`src/source/tcp_rx_pkg.sv`:
```
`default_nettype none

package tcp_rx_pkg;

    localparam int FLIT_W = 64;

    typedef logic [FLIT_W-1:0] flit_t;
    typedef logic [3:0]        fbits_t;
    typedef logic [7:0]        msg_len_t;
    typedef logic [31:0]       ip_addr_t;
    typedef logic [15:0]       tot_len_t;
    typedef logic [3:0]        flow_id_t;
    // payload pointer plus wrap bit
    typedef logic [16:0]       rx_ptr_t;

    localparam int NUM_FLOWS = 16;

    localparam fbits_t PKT_IF_FBITS    = 4'd1;
    localparam fbits_t PTR_IF_FBITS    = 4'd2;
    localparam fbits_t PTR_REPLY_FBITS = 4'd3;
    localparam fbits_t NOTIF_FBITS     = 4'd4;

    // header flit fields
    localparam int FBITS_HI   = 63;
    localparam int FBITS_LO   = 60;
    localparam int MSG_LEN_HI = 59;
    localparam int MSG_LEN_LO = 52;
    localparam int FLOW_HI    = 51;
    localparam int FLOW_LO    = 48;
    localparam int PTR_HI     = 16;
    localparam int PTR_LO     = 0;

    // pointer request body flit
    localparam int OPCODE_HI = 63;
    localparam int OPCODE_LO = 62;

    localparam logic [1:0] PTR_OP_WR_HEAD = 2'd0;
    localparam logic [1:0] PTR_OP_RD_HEAD = 2'd1;

    localparam int NOTIF_Q_DEPTH = 4;
    localparam int NOTIF_Q_IDX_W = $clog2(NOTIF_Q_DEPTH);

    typedef enum logic {
        DEC_HDR,
        DEC_BODY
    } dec_state_t;

    typedef enum logic [1:0] {
        EXT_IPS,
        EXT_LEN,
        EXT_DATA
    } ext_state_t;

    // single-flit control message, length field left at 0
    function automatic flit_t build_ctrl_flit(input fbits_t fbits, input flow_id_t flow,
                                              input rx_ptr_t ptr);
        flit_t flit;
        flit = '0;
        flit[FBITS_HI:FBITS_LO] = fbits;
        flit[FLOW_HI:FLOW_LO] = flow;
        flit[PTR_HI:PTR_LO] = ptr;
        return flit;
    endfunction

endpackage

`default_nettype wire

```
`src/source/noc_resp_merger.sv`:
```
`timescale 1ns/1ps
`default_nettype none

module noc_resp_merger (
     input  logic                   clk
    ,input  logic                   arst_n

    ,input  logic                   reply_val
    ,input  tcp_rx_pkg::flit_t      reply_data

    ,input  logic                   app_new_flow_val
    ,input  tcp_rx_pkg::flow_id_t   app_new_flow_flowid

    ,output logic                   noc_out_val
    ,output tcp_rx_pkg::flit_t      noc_out_data
);
    import tcp_rx_pkg::*;

    // notification queue keeps flow ids, flit built on the way out
    flow_id_t                   notif_q [NOTIF_Q_DEPTH];
    logic [NOTIF_Q_IDX_W:0]     wr_ptr_q;
    logic [NOTIF_Q_IDX_W:0]     rd_ptr_q;

    logic                       q_empty;
    logic                       q_full;
    logic                       q_push;
    logic                       q_pop;
    flit_t                      notif_flit;

    assign q_empty = (wr_ptr_q == rd_ptr_q);
    assign q_full  = (wr_ptr_q[NOTIF_Q_IDX_W] != rd_ptr_q[NOTIF_Q_IDX_W])
                  && (wr_ptr_q[NOTIF_Q_IDX_W-1:0] == rd_ptr_q[NOTIF_Q_IDX_W-1:0]);

    // full queue drops the notification
    assign q_push = app_new_flow_val && !q_full;
    // reply has fixed priority
    assign q_pop  = !reply_val && !q_empty;

    assign notif_flit = build_ctrl_flit(NOTIF_FBITS, notif_q[rd_ptr_q[NOTIF_Q_IDX_W-1:0]], '0);

    always_ff @(posedge clk or negedge arst_n) begin
        if (!arst_n) begin
            wr_ptr_q    <= '0;
            rd_ptr_q    <= '0;
            noc_out_val <= 1'b0;
        end else begin
            if (q_push) begin
                wr_ptr_q <= wr_ptr_q + 1'b1;
            end
            if (q_pop) begin
                rd_ptr_q <= rd_ptr_q + 1'b1;
            end
            noc_out_val <= reply_val || q_pop;
        end
    end

    always_ff @(posedge clk) begin
        if (q_push) begin
            notif_q[wr_ptr_q[NOTIF_Q_IDX_W-1:0]] <= app_new_flow_flowid;
        end
        noc_out_data <= reply_val ? reply_data : notif_flit;
    end

endmodule

`default_nettype wire

```
`src/source/rx_flit_decode.sv`:
```
`timescale 1ns/1ps
`default_nettype none

module rx_flit_decode (
     input  logic                   clk
    ,input  logic                   arst_n

    ,input  logic                   noc_in_val
    ,input  tcp_rx_pkg::flit_t      noc_in_data

    ,output logic                   pkt_val
    ,output tcp_rx_pkg::flit_t      pkt_data
    ,output logic                   pkt_last

    ,output logic                   ptr_req_val
    ,output tcp_rx_pkg::flit_t      ptr_req_data
);
    import tcp_rx_pkg::*;

    dec_state_t     state_q;
    fbits_t         fbits_q;
    msg_len_t       remain_q;
    flit_t          body_q;

    fbits_t         in_fbits;
    msg_len_t       in_len;
    logic           body_val;

    assign in_fbits = noc_in_data[FBITS_HI:FBITS_LO];
    assign in_len   = noc_in_data[MSG_LEN_HI:MSG_LEN_LO];
    assign body_val = noc_in_val && (state_q == DEC_BODY);

    // message boundary tracking
    always_ff @(posedge clk or negedge arst_n) begin
        if (!arst_n) begin
            state_q  <= DEC_HDR;
            fbits_q  <= '0;
            remain_q <= '0;
        end else if (noc_in_val) begin
            if (state_q == DEC_HDR) begin
                fbits_q  <= in_fbits;
                remain_q <= in_len;
                // zero-length message has no body
                if (in_len != '0) begin
                    state_q <= DEC_BODY;
                end
            end else begin
                remain_q <= remain_q - 8'd1;
                if (remain_q == 8'd1) begin
                    state_q <= DEC_HDR;
                end
            end
        end
    end

    // steer body flits, unknown fbits fall through
    always_ff @(posedge clk or negedge arst_n) begin
        if (!arst_n) begin
            pkt_val     <= 1'b0;
            pkt_last    <= 1'b0;
            ptr_req_val <= 1'b0;
        end else begin
            pkt_val     <= body_val && (fbits_q == PKT_IF_FBITS);
            pkt_last    <= body_val && (remain_q == 8'd1);
            ptr_req_val <= body_val && (fbits_q == PTR_IF_FBITS);
        end
    end

    always_ff @(posedge clk) begin
        body_q <= noc_in_data;
    end

    assign pkt_data     = body_q;
    assign ptr_req_data = body_q;

endmodule

`default_nettype wire

```
`src/source/rx_ptr_table.sv`:
```
`timescale 1ns/1ps
`default_nettype none

module rx_ptr_table (
     input  logic                   clk
    ,input  logic                   arst_n

    ,input  logic                   ptr_req_val
    ,input  tcp_rx_pkg::flit_t      ptr_req_data

    ,input  logic                   app_new_flow_val
    ,input  tcp_rx_pkg::flow_id_t   app_new_flow_flowid

    ,output logic                   reply_val
    ,output tcp_rx_pkg::flit_t      reply_data
);
    import tcp_rx_pkg::*;

    rx_ptr_t        head_ptr_q [NUM_FLOWS];

    logic [1:0]     req_op;
    flow_id_t       req_flow;
    rx_ptr_t        req_ptr;
    logic           wr_en;
    logic           rd_en;

    assign req_op   = ptr_req_data[OPCODE_HI:OPCODE_LO];
    assign req_flow = ptr_req_data[FLOW_HI:FLOW_LO];
    assign req_ptr  = ptr_req_data[PTR_HI:PTR_LO];
    assign wr_en    = ptr_req_val && (req_op == PTR_OP_WR_HEAD);
    assign rd_en    = ptr_req_val && (req_op == PTR_OP_RD_HEAD);

    always_ff @(posedge clk or negedge arst_n) begin
        if (!arst_n) begin
            for (int i = 0; i < NUM_FLOWS; i++) begin
                head_ptr_q[i] <= '0;
            end
        end else begin
            if (wr_en) begin
                head_ptr_q[req_flow] <= req_ptr;
            end
            // new flow clear overrides a same-flow write
            if (app_new_flow_val) begin
                head_ptr_q[app_new_flow_flowid] <= '0;
            end
        end
    end

    always_ff @(posedge clk or negedge arst_n) begin
        if (!arst_n) begin
            reply_val <= 1'b0;
        end else begin
            reply_val <= rd_en;
        end
    end

    always_ff @(posedge clk) begin
        reply_data <= build_ctrl_flit(PTR_REPLY_FBITS, req_flow, head_ptr_q[req_flow]);
    end

endmodule

`default_nettype wire

```
`src/source/tcp_hdr_extract.sv`:
```
`timescale 1ns/1ps
`default_nettype none

module tcp_hdr_extract (
     input  logic                   clk
    ,input  logic                   arst_n

    ,input  logic                   pkt_val
    ,input  tcp_rx_pkg::flit_t      pkt_data
    ,input  logic                   pkt_last

    ,output logic                   hdr_val
    ,output tcp_rx_pkg::ip_addr_t   src_ip
    ,output tcp_rx_pkg::ip_addr_t   dst_ip
    ,output tcp_rx_pkg::tot_len_t   tcp_tot_len

    ,output logic                   data_val
    ,output tcp_rx_pkg::flit_t      data
    ,output logic                   data_last
);
    import tcp_rx_pkg::*;

    ext_state_t     state_q;

    always_ff @(posedge clk or negedge arst_n) begin
        if (!arst_n) begin
            state_q   <= EXT_IPS;
            hdr_val   <= 1'b0;
            data_val  <= 1'b0;
            data_last <= 1'b0;
        end else begin
            hdr_val   <= pkt_val && (state_q == EXT_LEN);
            data_val  <= pkt_val && (state_q == EXT_DATA);
            data_last <= pkt_val && (state_q == EXT_DATA) && pkt_last;
            if (pkt_val) begin
                case (state_q)
                    EXT_IPS:  state_q <= pkt_last ? EXT_IPS : EXT_LEN;
                    EXT_LEN:  state_q <= pkt_last ? EXT_IPS : EXT_DATA;
                    default:  state_q <= pkt_last ? EXT_IPS : EXT_DATA;
                endcase
            end
        end
    end

    // ip pair from body flit 0, held through the header strobe
    always_ff @(posedge clk) begin
        if (pkt_val && (state_q == EXT_IPS)) begin
            src_ip <= pkt_data[63:32];
            dst_ip <= pkt_data[31:0];
        end
        if (pkt_val && (state_q == EXT_LEN)) begin
            tcp_tot_len <= pkt_data[15:0];
        end
        if (pkt_val && (state_q == EXT_DATA)) begin
            data <= pkt_data;
        end
    end

endmodule

`default_nettype wire

```
`src/source/tcp_rx_tile.sv`:
```
`timescale 1ns/1ps
`default_nettype none

module tcp_rx_tile (
     input  logic                   clk
    ,input  logic                   arst_n

    ,input  logic                   noc_in_val
    ,input  tcp_rx_pkg::flit_t      noc_in_data

    ,input  logic                   app_new_flow_val
    ,input  tcp_rx_pkg::flow_id_t   app_new_flow_flowid

    ,output logic                   noc_out_val
    ,output tcp_rx_pkg::flit_t      noc_out_data

    ,output logic                   hdr_val
    ,output tcp_rx_pkg::ip_addr_t   src_ip
    ,output tcp_rx_pkg::ip_addr_t   dst_ip
    ,output tcp_rx_pkg::tot_len_t   tcp_tot_len

    ,output logic                   data_val
    ,output tcp_rx_pkg::flit_t      data
    ,output logic                   data_last
);
    import tcp_rx_pkg::*;

    logic       pkt_val;
    flit_t      pkt_data;
    logic       pkt_last;

    logic       ptr_req_val;
    flit_t      ptr_req_data;

    logic       reply_val;
    flit_t      reply_data;

    rx_flit_decode decode (
         .clk           (clk            )
        ,.arst_n        (arst_n         )
        ,.noc_in_val    (noc_in_val     )
        ,.noc_in_data   (noc_in_data    )
        ,.pkt_val       (pkt_val        )
        ,.pkt_data      (pkt_data       )
        ,.pkt_last      (pkt_last       )
        ,.ptr_req_val   (ptr_req_val    )
        ,.ptr_req_data  (ptr_req_data   )
    );

    tcp_hdr_extract hdr_extract (
         .clk           (clk            )
        ,.arst_n        (arst_n         )
        ,.pkt_val       (pkt_val        )
        ,.pkt_data      (pkt_data       )
        ,.pkt_last      (pkt_last       )
        ,.hdr_val       (hdr_val        )
        ,.src_ip        (src_ip         )
        ,.dst_ip        (dst_ip         )
        ,.tcp_tot_len   (tcp_tot_len    )
        ,.data_val      (data_val       )
        ,.data          (data           )
        ,.data_last     (data_last      )
    );

    rx_ptr_table ptr_table (
         .clk                   (clk                    )
        ,.arst_n                (arst_n                 )
        ,.ptr_req_val           (ptr_req_val            )
        ,.ptr_req_data          (ptr_req_data           )
        ,.app_new_flow_val      (app_new_flow_val       )
        ,.app_new_flow_flowid   (app_new_flow_flowid    )
        ,.reply_val             (reply_val              )
        ,.reply_data            (reply_data             )
    );

    noc_resp_merger merger (
         .clk                   (clk                    )
        ,.arst_n                (arst_n                 )
        ,.reply_val             (reply_val              )
        ,.reply_data            (reply_data             )
        ,.app_new_flow_val      (app_new_flow_val       )
        ,.app_new_flow_flowid   (app_new_flow_flowid    )
        ,.noc_out_val           (noc_out_val            )
        ,.noc_out_data          (noc_out_data           )
    );

endmodule

`default_nettype wire

```
`config.mk`:
```
export PLATFORM = sky130hd
export DESIGN_NAME = tcp_rx_tile
export DESIGN_NICKNAME = d
export VERILOG_FILES = /design/src/source/tcp_rx_pkg.sv /design/src/source/noc_resp_merger.sv /design/src/source/rx_flit_decode.sv /design/src/source/rx_ptr_table.sv /design/src/source/tcp_hdr_extract.sv /design/src/source/tcp_rx_tile.sv
export SDC_FILE = /design/constraint.sdc
export NUM_CORES = 1
export LEC_CHECK = 0
export ABC_AREA = 1
export BUFFER_PORTS_ARGS = -buffer_cell sky130_fd_sc_hd__buf_2
export CORE_MARGIN = 5
export CORE_UTILIZATION = 60
export CTS_CLUSTER_SIZE = 30
export DETAILED_ROUTE_END_ITERATION = 6
export PLACE_DENSITY_LB_ADDON = 0.2
export REMOVE_ABC_BUFFERS = 1
export SYNTH_ARGS = -nofsm -noshare
export SYNTH_HDL_FRONTEND = slang
export SYNTH_SLANG_ARGS = --single-unit
```
`constraint.sdc`:
```
create_clock -name clk -period 13.89 [get_ports clk]
set_input_delay 3.4725 -clock clk [delete_from_list [all_inputs] [get_ports clk]]
set_output_delay 3.4725 -clock clk [all_outputs]
set_load 0.1 [all_outputs]
```
==> results.json, run 1 <==
{
  "gp_congestion": 0.973,
  "synth_most_common_cell": "nand2_1",
  "ir_drop_mv": 0.139,
  "drt_first_pass_iters": 5,
  "grtUsageTotal": 0.293,
  "crit_slowest_cell": "buf_2",
  "relSlewSlack": 0.154,
  "synth_top_family_by_area": "simple AND/OR/NAND/NOR gates",
  "die_h_um": 206,
  "yosys_register_bits": 569,
  "worst_pin_slew_ns": 1.27,
  "period_share": 0.351,
  "layout-drive-gt1-share": 0.132,
  "synthCells": 2627,
  "netlist_top_cells_area": "dfrtp_1, edfxtp_1, nand2_1",
  "ant_nets": 0,
  "grt_pass1_wl_um": 96700,
  "hold_path_class": "flop to flop",
  "fin_skew_ns": 0.0138,
  "yosysSeqAreaShare": 0.627,
  "crit_type": "flop to primary output",
  "antenna_found_initial": 2,
  "synthAdderAreaFrac": 0.00379,
  "core_um2": 37800,
  "nets": 2894,
  "power_density_nw_per_um2": 165,
  "drt-vias-per-instance": 5.38,
  "status": "finished, final reports clean",
  "yosysWarnings": 0,
  "cts.sinks": 569,
  "ys_async_sr_fraction": 0.529,
  "holdBufCountCts": 0,
  "crit_required_ns": 10.42,
  "htreeDepth": 2,
  "cpPeakStageDelay_ns": 0.44,
  "tritoncts": "done",
  "wire_per_inst_um": 18.4,
  "cts_resized": 0,
  "total_power_mw": 4.32,
  "initial_utilization": 0.611,
  "critical_path_buf_inv_count": 1,
  "synth_top_area_share": 0.326,
  "path_cells": "buf_2",
  "synthFlopType": "dfrtp_1",
  "gr-total-overflow": 0,
  "cts_setup_buffers": 0,
  "netlist_area_um2": 23100,
  "setup_viol": 0,
  "place_hpwl_um": 38600,
  "clock.fmax_mhz": 205,
  "die_w_um": 206,
  "grt_start_max_net_pins": 93,
  "synth_enable_flop_cells": 160,
  "synth_compound_area_frac": 0.0653,
  "via_count": 18200,
  "clkTransAtPathRegs_ns": 0.07,
  "synth_common_cells": "nand2_1, nor2_1, dfrtp_1",
  "yosys.area_share.simple": 0.243,
  "syn2layout_area_growth_pct": 13.1,
  "first_iter_violations": 1716,
  "endpoint_kind": "primary output",
  "drv_cap": 0,
  "std_cell_rows": 71,
  "arrival_ns": 1.40,
  "insertion_delay_ns": 0.61,
  "critPathMaxFanout": 1,
  "power.leakage_nw": 12.9,
  "synth_cell_types": 31,
  "clock_path_buffers": 3,
  "finalSetupTns_ns": 0,
  "layout_min_cycle_time_ns": 4.87,
  "rsz0062_at_grt": "no",
  "io_buffers": 243,
  "finalMaxSlewViolations": 0,
  "dieArea_um2": 42500,
  "grt_pass1_vias": 17300,
  "syn_avg_cell_area_um2": 8.80,
  "yosysTopAreaCell": "dfrtp_1",
  "ios": 284,
  "hold_violations": 0,
  "synthMuxAreaShare": 0,
  "synth_xor_area_frac": 0.00265,
  "root_buffer": "clkbuf_16",
  "cts_buffers": 55,
  "cpLargestDelayFamily": "buffers and inverters",
  "route.detailed.drc": 0,
  "start_kind": "flop",
  "drt-total-wl_um": 62000
}
## final cells by class
class	instances	area, um2
fill	3016	11700
antenna	2	5.00
tap	511	639
clock inverter	26	285
inverter	116	437
clock buffer	75	1500
timing repair buffer	254	1310
multi-input combinational	1819	7440
sequential	569	14500
## metal layers
| layer | track usage | wire, um | part of all wire |
|---|---|---|---|
| met1 | 0.409 | 25100 | 0.40 |
| met2 | 0.457 | 29100 | 0.47 |
| met3 | 0.0667 | 5630 | 0.091 |
| met4 | 0.102 | 2190 | 0.035 |
| met5 | 0 | 0 | 0 |
## state kept, by name, indices dropped and copies added (netlist names), 16 cells and up
register / cells
ptr_table.reply_data: 21
hdr_extract.dst_ip: 32
merger.notif_q: 16
decode.pkt_data: 64
ptr_table.head_ptr_q: 272
hdr_extract.data: 64
merger.noc_out_data: 23
hdr_extract.tcp_tot_len: 16
hdr_extract.src_ip: 32
## through the flow
step | cell area (um2) | setup slack (ns) | cells | utilization | hold slack, ns
finish | 26100 | 9.02 | 3372 | 0.690 | 0.412
global route | 26100 | 8.97 | 3372 | 0.690 | 0.436
CTS | 26100 | 8.97 | 3370 | 0.690 | 0.417
detailed placement | 24300 | 8.61 | 3269 | 0.643 | 0.406
global placement | 24300 | 8.67 | 3269 | 0.643 | 0.397
floorplan | 22400 | 8.48 | 2504 | - | 0.390
## final timing paths
path | end | cells past startpoint | from | slack [ns]
setup / recovery | data_val | 1 | hdr_extract.data_val$_DFF_PN0_ | 9.02
hold / removal | merger.noc_out_data[13]$_SDFF_PN0_ | 2 | ptr_table.reply_data[13]$_DFF_P_ | 0.41
setup reg to reg | ptr_table.head_ptr_q[115]$_DFF_PN0_ | 8 | decode.pkt_data[48]$_DFF_P_ | 9.58
hold reg to reg | merger.noc_out_data[13]$_SDFF_PN0_ | 2 | ptr_table.reply_data[13]$_DFF_P_ | 0.41
max in group asynchronous | ptr_table.head_ptr_q[255]$_DFF_PN0_ | 2 | arst_n | 9.49
min in group asynchronous | ptr_table.head_ptr_q[98]$_DFF_PN0_ | 1 | arst_n | 2.86
## placed cells by master, fill, tap and decap left out, types with 9 or more instances in the layout
master and instances:
nand2_1 819, buf_4 11, buf_2 242, o21ai_0 287, edfxtp_1 160, clkinv_2 10, dfxtp_1 106, clkbuf_16 56
nor2_1 594, nand2_2 9, clkbuf_1 16, inv_1 93, nand3_1 27, inv_2 19, conb_1 40, dfrtp_1 301
## cell families after synthesis
logic type | count (synthesis)
buffers and inverters | 278
AO/OA/AOI/OAI | 299
AND/OR/NAND/NOR | 1466
adder cells (fa/ha/maj) | 7
XOR/XNOR | 7
other | 1
flip-flops | 569
## report_power, final
part | leakage (nW) | switching (mW) | internal, mW
logic | 5.64 | 0.539 | 0.208
registers | 6.42 | 0.149 | 1.94
clock network | 0.862 | 0.630 | 0.853
total | 12.9 | 1.32 | 3.00
## worst reg2reg max path, stage by stage (launching register included)
cell and delay, ns:
dfxtp_4 0.33, buf_4 0.56, clkinv_2 1.02, buf_4 0.74
nor2_2 0.45, nand2_1 0.47, inv_2 0.46, nor2_1 0.08
nor2_1 0.13
Note: power is estimated with default switching activity, not from simulation.
==> run 2, diff against run 1 <==
CORE_UTILIZATION = 58   (was 60)
clock period = 4.6 ns   (was 13.89 ns; I/O delays follow)
==> results.json, run 2 (same netlist as run 1, synthesis figures left out) <==
{
  "io_buffers": 243,
  "ios": 284,
  "crit_slowest_cell": "dfxtp_2",
  "gr-total-overflow": 0,
  "layout_common_cells": "nand2_1, nor2_1, dfrtp_1",
  "first_iter_violations": 1892,
  "htreeDepth": 2,
  "via_count": 18400,
  "cts_setup_buffers": 0,
  "status": "finished, final reports clean",
  "hold_violations": 0,
  "relSlewSlack": 0.154,
  "drt_first_pass_iters": 6,
  "final_common_cell": "nand2_1",
  "path_cells": "inv_2 > nor2_2 > nand2_1 > inv_2 > nor2_1 > nor2_1",
  "grt_start_max_net_pins": 126,
  "r2r_cells": 6,
  "clock_path_buffers": 3,
  "hold-worst-slack_ns": 0.396,
  "fin_area_um2": 26300,
  "regArea_um2": 14500,
  "min_path_cells": 2,
  "fin_util": 0.666,
  "tritoncts": "done",
  "top_register": "ptr_table.head_ptr_q",
  "power.leakage_nw": 13.0,
  "grt_pass1_wl_um": 101000,
  "nets": 2898,
  "grt_pass1_vias": 17900,
  "root_buffer": "clkbuf_16",
  "arrival_ns": 3.25,
  "start_kind": "flop",
  "period_share": 0.592,
  "total_power_mw": 13.3,
  "initial_utilization": 0.584,
  "place_hpwl_um": 39300,
  "grtUsageTotal": 0.290,
  "ir_drop_mv": 0.397,
  "clock.fmax_mhz": 367,
  "drv_cap": 0,
  "syn2layout_area_growth_pct": 14.0,
  "fillers": 3166,
  "finalSetupTns_ns": 0,
  "insertion_delay_ns": 0.62,
  "drt-vias-per-instance": 5.42,
  "cpPeakStageDelay_ns": 0.74,
  "std_cell_rows": 73,
  "fin_ws_ns": 1.87,
  "power_density_nw_per_um2": 506,
  "die_w_um": 210,
  "hold_path_class": "flop to flop",
  "crit_type": "flop to flop",
  "cts_resized": 0,
  "wire_per_inst_um": 18.8,
  "placed_cells": 3287,
  "largest_reg_flops": 272,
  "antenna_found_initial": 1,
  "route.detailed.drc": 0,
  "fin_skew_ns": 0.0186,
  "dieArea_um2": 43900,
  "pre_cts_ws_ns": 1.88,
  "endpoint_kind": "flop",
  "critPathMaxFanout": 32,
  "cts_buffers": 55,
  "clkTransAtPathRegs_ns": 0.06,
  "crit_required_ns": 5.13,
  "fin_cells": 3392,
  "core_um2": 39500,
  "layout_min_cycle_time_ns": 2.73,
  "finalMaxSlewViolations": 0,
  "cts.sinks": 569,
  "drt-total-wl_um": 63800,
  "holdBufCountCts": 0,
  "ant_nets": 0,
  "setup_viol": 0,
  "layout-drive-gt1-share": 0.137,
  "rsz0062_at_grt": "no",
  "multi_input_area_um2": 7440,
  "place_area_um2": 24400,
  "die_h_um": 210,
  "gp_congestion": 0.867,
  "worst_pin_slew_ns": 1.27
}
==> run 2: layout make-up <==
class,instances,area share
antenna,1,0.0000950
clock buffer,75,0.0609
clock inverter,29,0.0129
inverter,116,0.0166
multi-input combinational,1819,0.283
sequential,569,0.551
tap,525,0.0249
timing repair buffer,258,0.0513
==> run 2: report_power, final <==
| part | total (mW) | internal, mW | switching, mW |
|---|---|---|---|
| clock network | 4.76 | 2.80 | 1.97 |
| logic | 2.26 | 0.632 | 1.63 |
| registers | 6.30 | 5.86 | 0.433 |
==> run 2: path summary, 6_finish.rpt <==
path	from	end	slack (ns)
max in group asynchronous	arst_n	ptr_table.head_ptr_q[129]$_DFF_PN0_	2.93
worst max-delay path	decode.pkt_data[49]$_DFF_P_	ptr_table.head_ptr_q[98]$_DFF_PN0_	1.87
min in group asynchronous	arst_n	hdr_extract.data_val$_DFF_PN0_	0.48
worst min-delay path	ptr_table.reply_data[6]$_DFF_P_	merger.noc_out_data[6]$_SDFF_PN0_	0.40
worst min register to register	ptr_table.reply_data[6]$_DFF_P_	merger.noc_out_data[6]$_SDFF_PN0_	0.40
worst max register to register	decode.pkt_data[49]$_DFF_P_	ptr_table.head_ptr_q[98]$_DFF_PN0_	1.87
==> run 2: worst max-delay path: cells and delay by family, from the launching register on <==
family / cells / cell delay, ns
and+or+nand+nor: 4 / 0.97
buffers and inverters: 2 / 0.91
DFF: 1 / 0.74
==> run 2: routing by layer <==
metal,vias to the layer above,track usage,part of all wire
li1,8541,-,-
met1,8801,0.392,0.40
met2,893,0.457,0.46
met3,135,0.0734,0.10
met4,0,0.111,0.039
met5,-,0,0
